<file path="config.mk">
export PLATFORM = sky130hd
export DESIGN_NAME = game_char_top
export DESIGN_NICKNAME = d
export VERILOG_FILES = /design/src/game_pkg.sv /design/src/char_ctrl.sv /design/src/char_sprite.sv /design/src/frame_timer.sv /design/src/game_char_top.sv /design/src/key_decode.sv
export VERILOG_INCLUDE_DIRS = /design/src
export SDC_FILE = /design/constraint.sdc
export NUM_CORES = 1
export LEC_CHECK = 0
export BUFFER_PORTS_ARGS = -buffer_cell sky130_fd_sc_hd__buf_2
export CORE_MARGIN = 2
export CORE_UTILIZATION = 40
export DETAILED_ROUTE_END_ITERATION = 8
export GPL_TIMING_DRIVEN = 1
export SLEW_MARGIN = 20
export SYNTH_ARGS = -nofsm -noshare
export SYNTH_HDL_FRONTEND = slang
export SYNTH_SLANG_ARGS = --single-unit
</file>
<file path="constraint.sdc">
create_clock -name clk -period 3.2 [get_ports clk]
set_input_delay 0.32 -clock clk [delete_from_list [all_inputs] [get_ports clk]]
set_output_delay 0.32 -clock clk [all_outputs]
set_load 0.01 [all_outputs]
</file>
<file path="src/game_defines.svh">
`ifndef GAME_DEFINES_SVH
`define GAME_DEFINES_SVH

// ====================
// screen
// ====================
`define HOR_PIXELS  1024
`define VER_PIXELS  768
`define HOR_CENTER  512

// ====================
// sprite geometry
// ====================
`define CHAR_WID    25
`define CHAR_HGT    32
// top row of the character when standing.
`define GROUND_Y    716
`define HEAD_ROWS   8
`define WEAPON_ROW  12
`define WEAPON_ROWS 4
`define WEAPON_LEN  8

// ====================
// motion
// ====================
`define JUMP_HEIGHT 200
`define JUMP_SPEED  7
`define FALL_SPEED  5
`define MOVE_STEP   5

// 60 frames per second at 65 MHz.
`define FRAME_TICKS 1_083_333

`define COL_SKIN    12'hFC9
`define COL_BODY    12'h24F
`define COL_WEAPON  12'hAAA

`endif

</file>
<file path="src/game_pkg.sv">
package game_pkg;

    // ====================
    // decode to execute
    // ====================

    // horizontal opcode.
    typedef enum logic [1:0] {
        MOVE_IDLE  = 2'd0,
        MOVE_LEFT  = 2'd1,
        MOVE_RIGHT = 2'd2
    } move_cmd_e;

    // keyboard scan codes of interest.
    typedef enum logic [7:0] {
        KEY_LEFT  = 8'h1C,
        KEY_RIGHT = 8'h23,
        KEY_JUMP  = 8'h1D
    } key_code_e;

    // ====================
    // character state
    // ====================

    typedef enum logic [1:0] {
        ST_GROUND = 2'd0,
        ST_RISE   = 2'd1,
        ST_FALL   = 2'd2
    } char_state_e;

endpackage

</file>
<file path="src/char_ctrl.sv">
`timescale 1ns/1ns
`include "game_defines.svh"

module char_ctrl (
    input  logic                  clk,
    input  logic                  rst,
    input  logic                  frame_tick,
    input  game_pkg::move_cmd_e   move_cmd,
    input  logic                  jump_held,
    input  logic                  mouse_left,
    output logic [11:0]           pos_x,
    output logic [11:0]           pos_y,
    output game_pkg::char_state_e char_state,
    output logic                  flip_h,
    output logic                  draw_weapon
);

    import game_pkg::*;

    localparam logic [11:0] START_X  = 12'(`HOR_CENTER);
    localparam logic [11:0] GROUND   = 12'(`GROUND_Y);
    localparam logic [11:0] STEP     = 12'(`MOVE_STEP);
    localparam logic [11:0] RISE_STP = 12'(`JUMP_SPEED);
    localparam logic [11:0] FALL_STP = 12'(`FALL_SPEED);

    // horizontal margins, one step inside the edge.
    localparam logic [11:0] LEFT_LIM  = 12'(`CHAR_WID + `MOVE_STEP);
    localparam logic [11:0] RIGHT_LIM = 12'(`HOR_PIXELS - `CHAR_WID - `MOVE_STEP);

    // vertical turn points.
    localparam logic [11:0] PEAK_LIM = 12'(`GROUND_Y - `JUMP_HEIGHT + `JUMP_SPEED);
    localparam logic [11:0] LAND_LIM = 12'(`GROUND_Y - `FALL_SPEED);

    // ====================
    // horizontal motion
    // ====================

    always_ff @(posedge clk or posedge rst) begin
        if (rst) begin
            pos_x <= START_X;
        end else if (frame_tick) begin
            case (move_cmd)
                MOVE_LEFT: begin
                    if (pos_x > LEFT_LIM) begin
                        pos_x <= pos_x - STEP;
                    end
                end
                MOVE_RIGHT: begin
                    if (pos_x < RIGHT_LIM) begin
                        pos_x <= pos_x + STEP;
                    end
                end
                default: ;
            endcase
        end
    end

    // ====================
    // jump FSM
    // ====================

    always_ff @(posedge clk or posedge rst) begin
        if (rst) begin
            pos_y      <= GROUND;
            char_state <= ST_GROUND;
        end else if (frame_tick) begin
            case (char_state)
                ST_GROUND: begin
                    // takeoff costs one frame with no motion.
                    if (jump_held) begin
                        char_state <= ST_RISE;
                    end
                end
                ST_RISE: begin
                    if (pos_y > PEAK_LIM) begin
                        pos_y <= pos_y - RISE_STP;
                    end else begin
                        char_state <= ST_FALL;
                    end
                end
                ST_FALL: begin
                    if (pos_y < LAND_LIM) begin
                        pos_y <= pos_y + FALL_STP;
                    end else begin
                        pos_y      <= GROUND;
                        char_state <= ST_GROUND;
                    end
                end
                default: begin
                    char_state <= ST_GROUND;
                end
            endcase
        end
    end

    // ====================
    // facing and weapon
    // ====================

    // facing holds while idle.
    always_ff @(posedge clk or posedge rst) begin
        if (rst) begin
            flip_h <= 1'b0;
        end else if (move_cmd == MOVE_LEFT) begin
            flip_h <= 1'b1;
        end else if (move_cmd == MOVE_RIGHT) begin
            flip_h <= 1'b0;
        end
    end

    always_ff @(posedge clk or posedge rst) begin
        if (rst) begin
            draw_weapon <= 1'b0;
        end else begin
            draw_weapon <= mouse_left;
        end
    end

endmodule

</file>
<file path="src/char_sprite.sv">
`timescale 1ns/1ns
`include "game_defines.svh"

module char_sprite (
    input  logic        clk,
    input  logic        rst,
    input  logic [11:0] hcount,
    input  logic [11:0] vcount,
    input  logic [11:0] pos_x,
    input  logic [11:0] pos_y,
    input  logic        flip_h,
    input  logic        draw_weapon,
    output logic        pix_on,
    output logic [11:0] pix_rgb
);

    localparam logic [11:0] WID    = 12'(`CHAR_WID);
    localparam logic [11:0] HGT    = 12'(`CHAR_HGT);
    localparam logic [11:0] HEAD   = 12'(`HEAD_ROWS);
    localparam logic [11:0] W_ROW  = 12'(`WEAPON_ROW);
    localparam logic [11:0] W_ROWS = 12'(`WEAPON_ROWS);
    localparam logic [11:0] W_LEN  = 12'(`WEAPON_LEN);

    logic [11:0] dx;
    logic [11:0] dy;
    logic [11:0] dl;
    logic        in_box;
    logic        wpn_rows;
    logic        wpn_right;
    logic        wpn_left;
    logic        in_weapon;
    logic [11:0] rgb_nxt;

    // ====================
    // hit tests
    // ====================

    // offsets wrap when the scan point is above or left of the box.
    assign dx = hcount - pos_x;
    assign dy = vcount - pos_y;
    assign dl = pos_x - hcount;

    assign in_box    = (dx < WID) && (dy < HGT);
    assign wpn_rows  = (dy >= W_ROW) && (dy < W_ROW + W_ROWS);
    assign wpn_right = (dx >= WID) && (dx < WID + W_LEN);
    assign wpn_left  = (dl != 12'd0) && (dl <= W_LEN);
    assign in_weapon = draw_weapon && wpn_rows && (flip_h ? wpn_left : wpn_right);

    always_comb begin
        if (in_box) begin
            rgb_nxt = (dy < HEAD) ? `COL_SKIN : `COL_BODY;
        end else if (in_weapon) begin
            rgb_nxt = `COL_WEAPON;
        end else begin
            rgb_nxt = 12'h000;
        end
    end

    // ====================
    // output stage
    // ====================

    always_ff @(posedge clk or posedge rst) begin
        if (rst) begin
            pix_on  <= 1'b0;
            pix_rgb <= 12'h000;
        end else begin
            pix_on  <= in_box || in_weapon;
            pix_rgb <= rgb_nxt;
        end
    end

endmodule

</file>
<file path="src/frame_timer.sv">
`timescale 1ns/1ns
`include "game_defines.svh"

module frame_timer #(
    parameter int FRAME_TICKS = `FRAME_TICKS
) (
    input  logic clk,
    input  logic rst,
    output logic frame_tick
);

    localparam int CNT_W = $clog2(FRAME_TICKS);
    localparam logic [CNT_W-1:0] LAST = CNT_W'(FRAME_TICKS - 1);

    logic [CNT_W-1:0] tick_cnt;

    // one pulse per video frame.
    always_ff @(posedge clk or posedge rst) begin
        if (rst) begin
            tick_cnt   <= '0;
            frame_tick <= 1'b0;
        end else if (tick_cnt == LAST) begin
            tick_cnt   <= '0;
            frame_tick <= 1'b1;
        end else begin
            tick_cnt   <= tick_cnt + 1'b1;
            frame_tick <= 1'b0;
        end
    end

endmodule

</file>
<file path="src/game_char_top.sv">
`timescale 1ns/1ns
`include "game_defines.svh"

module game_char_top #(
    parameter int FRAME_TICKS = `FRAME_TICKS
) (
    input  logic                  clk,
    input  logic                  rst,
    input  logic [7:0]            key_code,
    input  logic                  key_valid,
    input  logic                  key_release,
    input  logic                  mouse_left,
    input  logic [11:0]           hcount,
    input  logic [11:0]           vcount,
    output logic [11:0]           pos_x,
    output logic [11:0]           pos_y,
    output game_pkg::char_state_e char_state,
    output logic                  flip_h,
    output logic                  draw_weapon,
    output logic                  pix_on,
    output logic [11:0]           pix_rgb
);

    import game_pkg::*;

    logic      frame_tick;
    move_cmd_e move_cmd;
    logic      jump_held;

    frame_timer #(
        .FRAME_TICKS(FRAME_TICKS)
    ) i_frame_timer (
        .clk        (clk),
        .rst        (rst),
        .frame_tick (frame_tick)
    );

    // raw byte, unknown codes included.
    key_decode i_key_decode (
        .clk         (clk),
        .rst         (rst),
        .key_code    (key_code_e'(key_code)),
        .key_valid   (key_valid),
        .key_release (key_release),
        .move_cmd    (move_cmd),
        .jump_held   (jump_held)
    );

    char_ctrl i_char_ctrl (
        .clk         (clk),
        .rst         (rst),
        .frame_tick  (frame_tick),
        .move_cmd    (move_cmd),
        .jump_held   (jump_held),
        .mouse_left  (mouse_left),
        .pos_x       (pos_x),
        .pos_y       (pos_y),
        .char_state  (char_state),
        .flip_h      (flip_h),
        .draw_weapon (draw_weapon)
    );

    char_sprite i_char_sprite (
        .clk         (clk),
        .rst         (rst),
        .hcount      (hcount),
        .vcount      (vcount),
        .pos_x       (pos_x),
        .pos_y       (pos_y),
        .flip_h      (flip_h),
        .draw_weapon (draw_weapon),
        .pix_on      (pix_on),
        .pix_rgb     (pix_rgb)
    );

endmodule

</file>
<file path="src/key_decode.sv">
`timescale 1ns/1ns

module key_decode (
    input  logic                clk,
    input  logic                rst,
    input  game_pkg::key_code_e key_code,
    input  logic                key_valid,
    input  logic                key_release,
    output game_pkg::move_cmd_e move_cmd,
    output logic                jump_held
);

    import game_pkg::*;

    logic      left_held;
    logic      right_held;
    logic      left_nxt;
    logic      right_nxt;
    logic      jump_nxt;
    move_cmd_e move_nxt;

    // ====================
    // held flags
    // ====================

    // make sets, break clears.
    always_comb begin
        left_nxt  = left_held;
        right_nxt = right_held;
        jump_nxt  = jump_held;
        if (key_valid) begin
            case (key_code)
                KEY_LEFT:  left_nxt  = !key_release;
                KEY_RIGHT: right_nxt = !key_release;
                KEY_JUMP:  jump_nxt  = !key_release;
                default:   ;
            endcase
        end
    end

    // left wins over right.
    always_comb begin
        if (left_nxt) begin
            move_nxt = MOVE_LEFT;
        end else if (right_nxt) begin
            move_nxt = MOVE_RIGHT;
        end else begin
            move_nxt = MOVE_IDLE;
        end
    end

    // ====================
    // registers
    // ====================

    always_ff @(posedge clk or posedge rst) begin
        if (rst) begin
            left_held  <= 1'b0;
            right_held <= 1'b0;
            jump_held  <= 1'b0;
            move_cmd   <= MOVE_IDLE;
        end else begin
            left_held  <= left_nxt;
            right_held <= right_nxt;
            jump_held  <= jump_nxt;
            move_cmd   <= move_nxt;
        end
    end

endmodule
</file>
==> metrics.cfg <==
[timing]
fin_crit_sh=0.959
rsz0062_at_grt=no
fin_setup_tns_ns=0
hold_violations=0
drv_slew=0
fin_ws_ns=0.132
tightest_slew_ns=0.908
max_freq_mhz=326
fin_skew_ns=0.00590
hold_slack_ns=0.102
finalSetupViolCount=0
relSlewSlack=0.393
fin_crit_ns=3.07

[detailed_routing]
ant_nets=0
drtPass1Iterations=5
post-route-drc-count=0
drtIter0Drc=291
wl_per_cell_microns=14.7
vias_per_cell=5.41
drt_wl_total_microns=12600
vias=4657

[cells_and_area]
seqCellArea_sq_um=1530
fin_cells=861
antenna_cells=0
most-common-layout-cells=76 x buf_2, 55 x dfrtp_1, 51 x nor2_1
final_common_cell=buf_2
syn2layout_area_growth_pct=17.2
fillers=1230
final_nets=772
final_util=0.482
multi_input_area_sq_um=3380
drive_above_1_share=0.216

[placed_design]
port-buffer-count=76
gp_congestion=0.898
dp.cells=845
place_ws_ns=0.0466
hpwl_microns=10000

[flow_run]
maxCapViolCount=0

[yosys]
synth-seq-cells=61
ys.flop_type=dfrtp_1
syn_nets=697
synth-edff-count=0
synth_area_sq_um=5210
yosysWarnings=0
async_flop_share=1.00
synth_cell_types=77
avgSynthCellArea_sq_um=8.56
ys_seq_area_frac=0.294
synthCells=609

[grt]
grt_overflow=0
grt_start_max_net_pins=45
first_global_vias=4523
antenna_found_initial=0
grt_pass1_wl_microns=21800
grt_usage=0.186

[power_and_ir_drop]
power_frac_seq=0.375
switchingPower_mw=0.503
p_int_mw=1.59
p_comb_frac=0.126
p_leak_nw=2.82
power.share.clock=0.500
powerDensity_nw_per_um2=342
ir_drop_mv=0.249
switching_share=0.241

[critical_path]
worst-setup-path-type=reg2reg
r2r_setup_slack_ns=0.13
worstPathMaxFanout=9
start_kind=register
arrival_ns=3.30
endpoint_kind=register
cp.required_ns=3.43

[die]
die_h_microns=118
io_pins=78
start_util=0.411
rows=41
core-area_sq_um=12700
die_w_microns=118
die_area_sq_um=14000

[clocking]
clkLatencyLatePin_ns=0.33
path_clk_slew_ns=0.05
cts_tree=yes
clock-sinks=61
cts_root_buf=clkbuf_16
htree_levels=3
cts_buffer_depth=2
cts_buffers=9
cts-hold-fix-buffers=0

[status]
outcome=finished, final reports clean

[min_path]
holdCritPathClass=in2reg

## layout make-up
type / instances / area share
multi-input combinational: 474 / 0.553
sequential: 61 / 0.251
timing repair buffer: 88 / 0.0770
clock buffer: 10 / 0.0391
tap: 172 / 0.0352
inverter: 50 / 0.0307
clock inverter: 6 / 0.0141
## worst max-delay path, cell delays in order (launching register included)
cell,delay [ns]
dfstp_2,0.62
inv_1,0.08
ha_1,0.35
a211oi_2,0.39
nor2_1,0.09
nor2_1,0.11
nor2_1,0.11
nor2_1,0.31
o2111ai_2,0.26
a2111oi_4,0.37
o221ai_2,0.20
o31ai_2,0.09
## flip-flops by register name (all words and copies together) (netlist names)
signal                    count
i_key_decode.move_cmd         2
i_char_ctrl.char_state        2
i_frame_timer.frame_tick      1
i_char_ctrl.draw_weapon       1
i_char_sprite.pix_rgb         7
i_frame_timer.tick_cnt       21
i_char_ctrl.pos_x            12
i_char_ctrl.pos_y            12
i_char_ctrl.flip_h            1
i_key_decode.jump_held        1
i_key_decode.right_held       1
## power groups by stage
stage          combinational, mW  sequential [mW]  clock (mW)
2_1_floorplan              0.187            0.796           0
3_3_place_gp               0.255            0.797           0
3_5_place_dp               0.261            0.797           0
4_1_cts                    0.262            0.784        1.07
5_1_grt                    0.294            0.785        1.10
6_report                   0.263            0.784        1.04
## kinds of logic (layout without fill, tap and decap cells)
group | Yosys count | in the layout | synth area share
flops | 61 | 61 | 0.294
other cells | 1 | 1 | 0.000719
simple gates | 208 | 208 | 0.204
compound gates | 166 | 166 | 0.229
xor+xnor | 40 | 40 | 0.0672
buf+inv | 74 | 154 | 0.0617
mux | 8 | 8 | 0.0170
fa+ha+maj | 51 | 51 | 0.127
## metal layers
| layer | vias to the layer above | part of all wire | global-route usage |
|---|---|---|---|
| met5 | - | 0 | 0 |
| met4 | 0 | 0.016 | 0.0595 |
| met3 | 18 | 0.039 | 0.0265 |
| met2 | 109 | 0.46 | 0.306 |
| met1 | 2195 | 0.48 | 0.252 |
| li1 | 2335 | - | - |
## cell usage after synthesis, types with 4 or more instances
library cell | instances | area share
o22ai_1 | 4 | 0.0048
a21o_1 | 11 | 0.016
nand2b_1 | 6 | 0.0072
ha_1 | 48 | 0.12
nor4_1 | 4 | 0.0048
and2_1 | 5 | 0.0060
o31a_1 | 4 | 0.0067
xnor2_1 | 24 | 0.040
and3_1 | 6 | 0.0072
clkbuf_1 | 11 | 0.0079
o41ai_1 | 4 | 0.0067
a21oi_1 | 32 | 0.031
dfstp_2 | 6 | 0.030
a31oi_1 | 5 | 0.0060
nor2_1 | 51 | 0.037
nand4_1 | 9 | 0.011
inv_1 | 50 | 0.036
o21ai_0 | 36 | 0.035
buf_4 | 6 | 0.0086
nor4b_1 | 6 | 0.010
nand2_1 | 47 | 0.034
o31ai_1 | 7 | 0.010
dfrtp_1 | 55 | 0.26
buf_2 | 4 | 0.0038
mux2i_1 | 4 | 0.0077
nand3_1 | 27 | 0.026
o21a_1 | 10 | 0.014
xor2_1 | 16 | 0.027
nor2b_1 | 7 | 0.0084
a211oi_2 | 5 | 0.012
a21oi_2 | 5 | 0.0084
nor3_1 | 18 | 0.017
## repair_timing
item                                    CTS  global route
setup buffers                             0             0
gates resized for setup                   0             2
endpoints found under the setup margin    0             4
## final timing paths
path | start | end | cells past startpoint
max | i_char_ctrl.pos_y[2] | i_char_sprite.pix_rgb[7] | 11
min | mouse_left | i_char_ctrl.draw_weapon | 1
max reg2reg | i_char_ctrl.pos_y[2] | i_char_sprite.pix_rgb[7] | 11
min reg2reg | i_frame_timer.tick_cnt[4] | i_frame_timer.tick_cnt[4] | 1
max in group asynchronous | rst | i_char_ctrl.pos_y[6] | 3
min in group asynchronous | rst | i_frame_timer.tick_cnt[6] | 2
## through the flow
| step | cell area, sq um | total power [mW] |
|---|---|---|
| 2_1_floorplan | 5210 | 0.983 |
| 3_3_place_gp | 5770 | 1.05 |
| 3_5_place_dp | 5770 | 1.06 |
| 4_1_cts | 6100 | 2.11 |
| 5_1_grt | 6110 | 2.18 |
| 6_report | 6110 | 2.09 |
No activity file was read; power rests on OpenSTA's default activity.
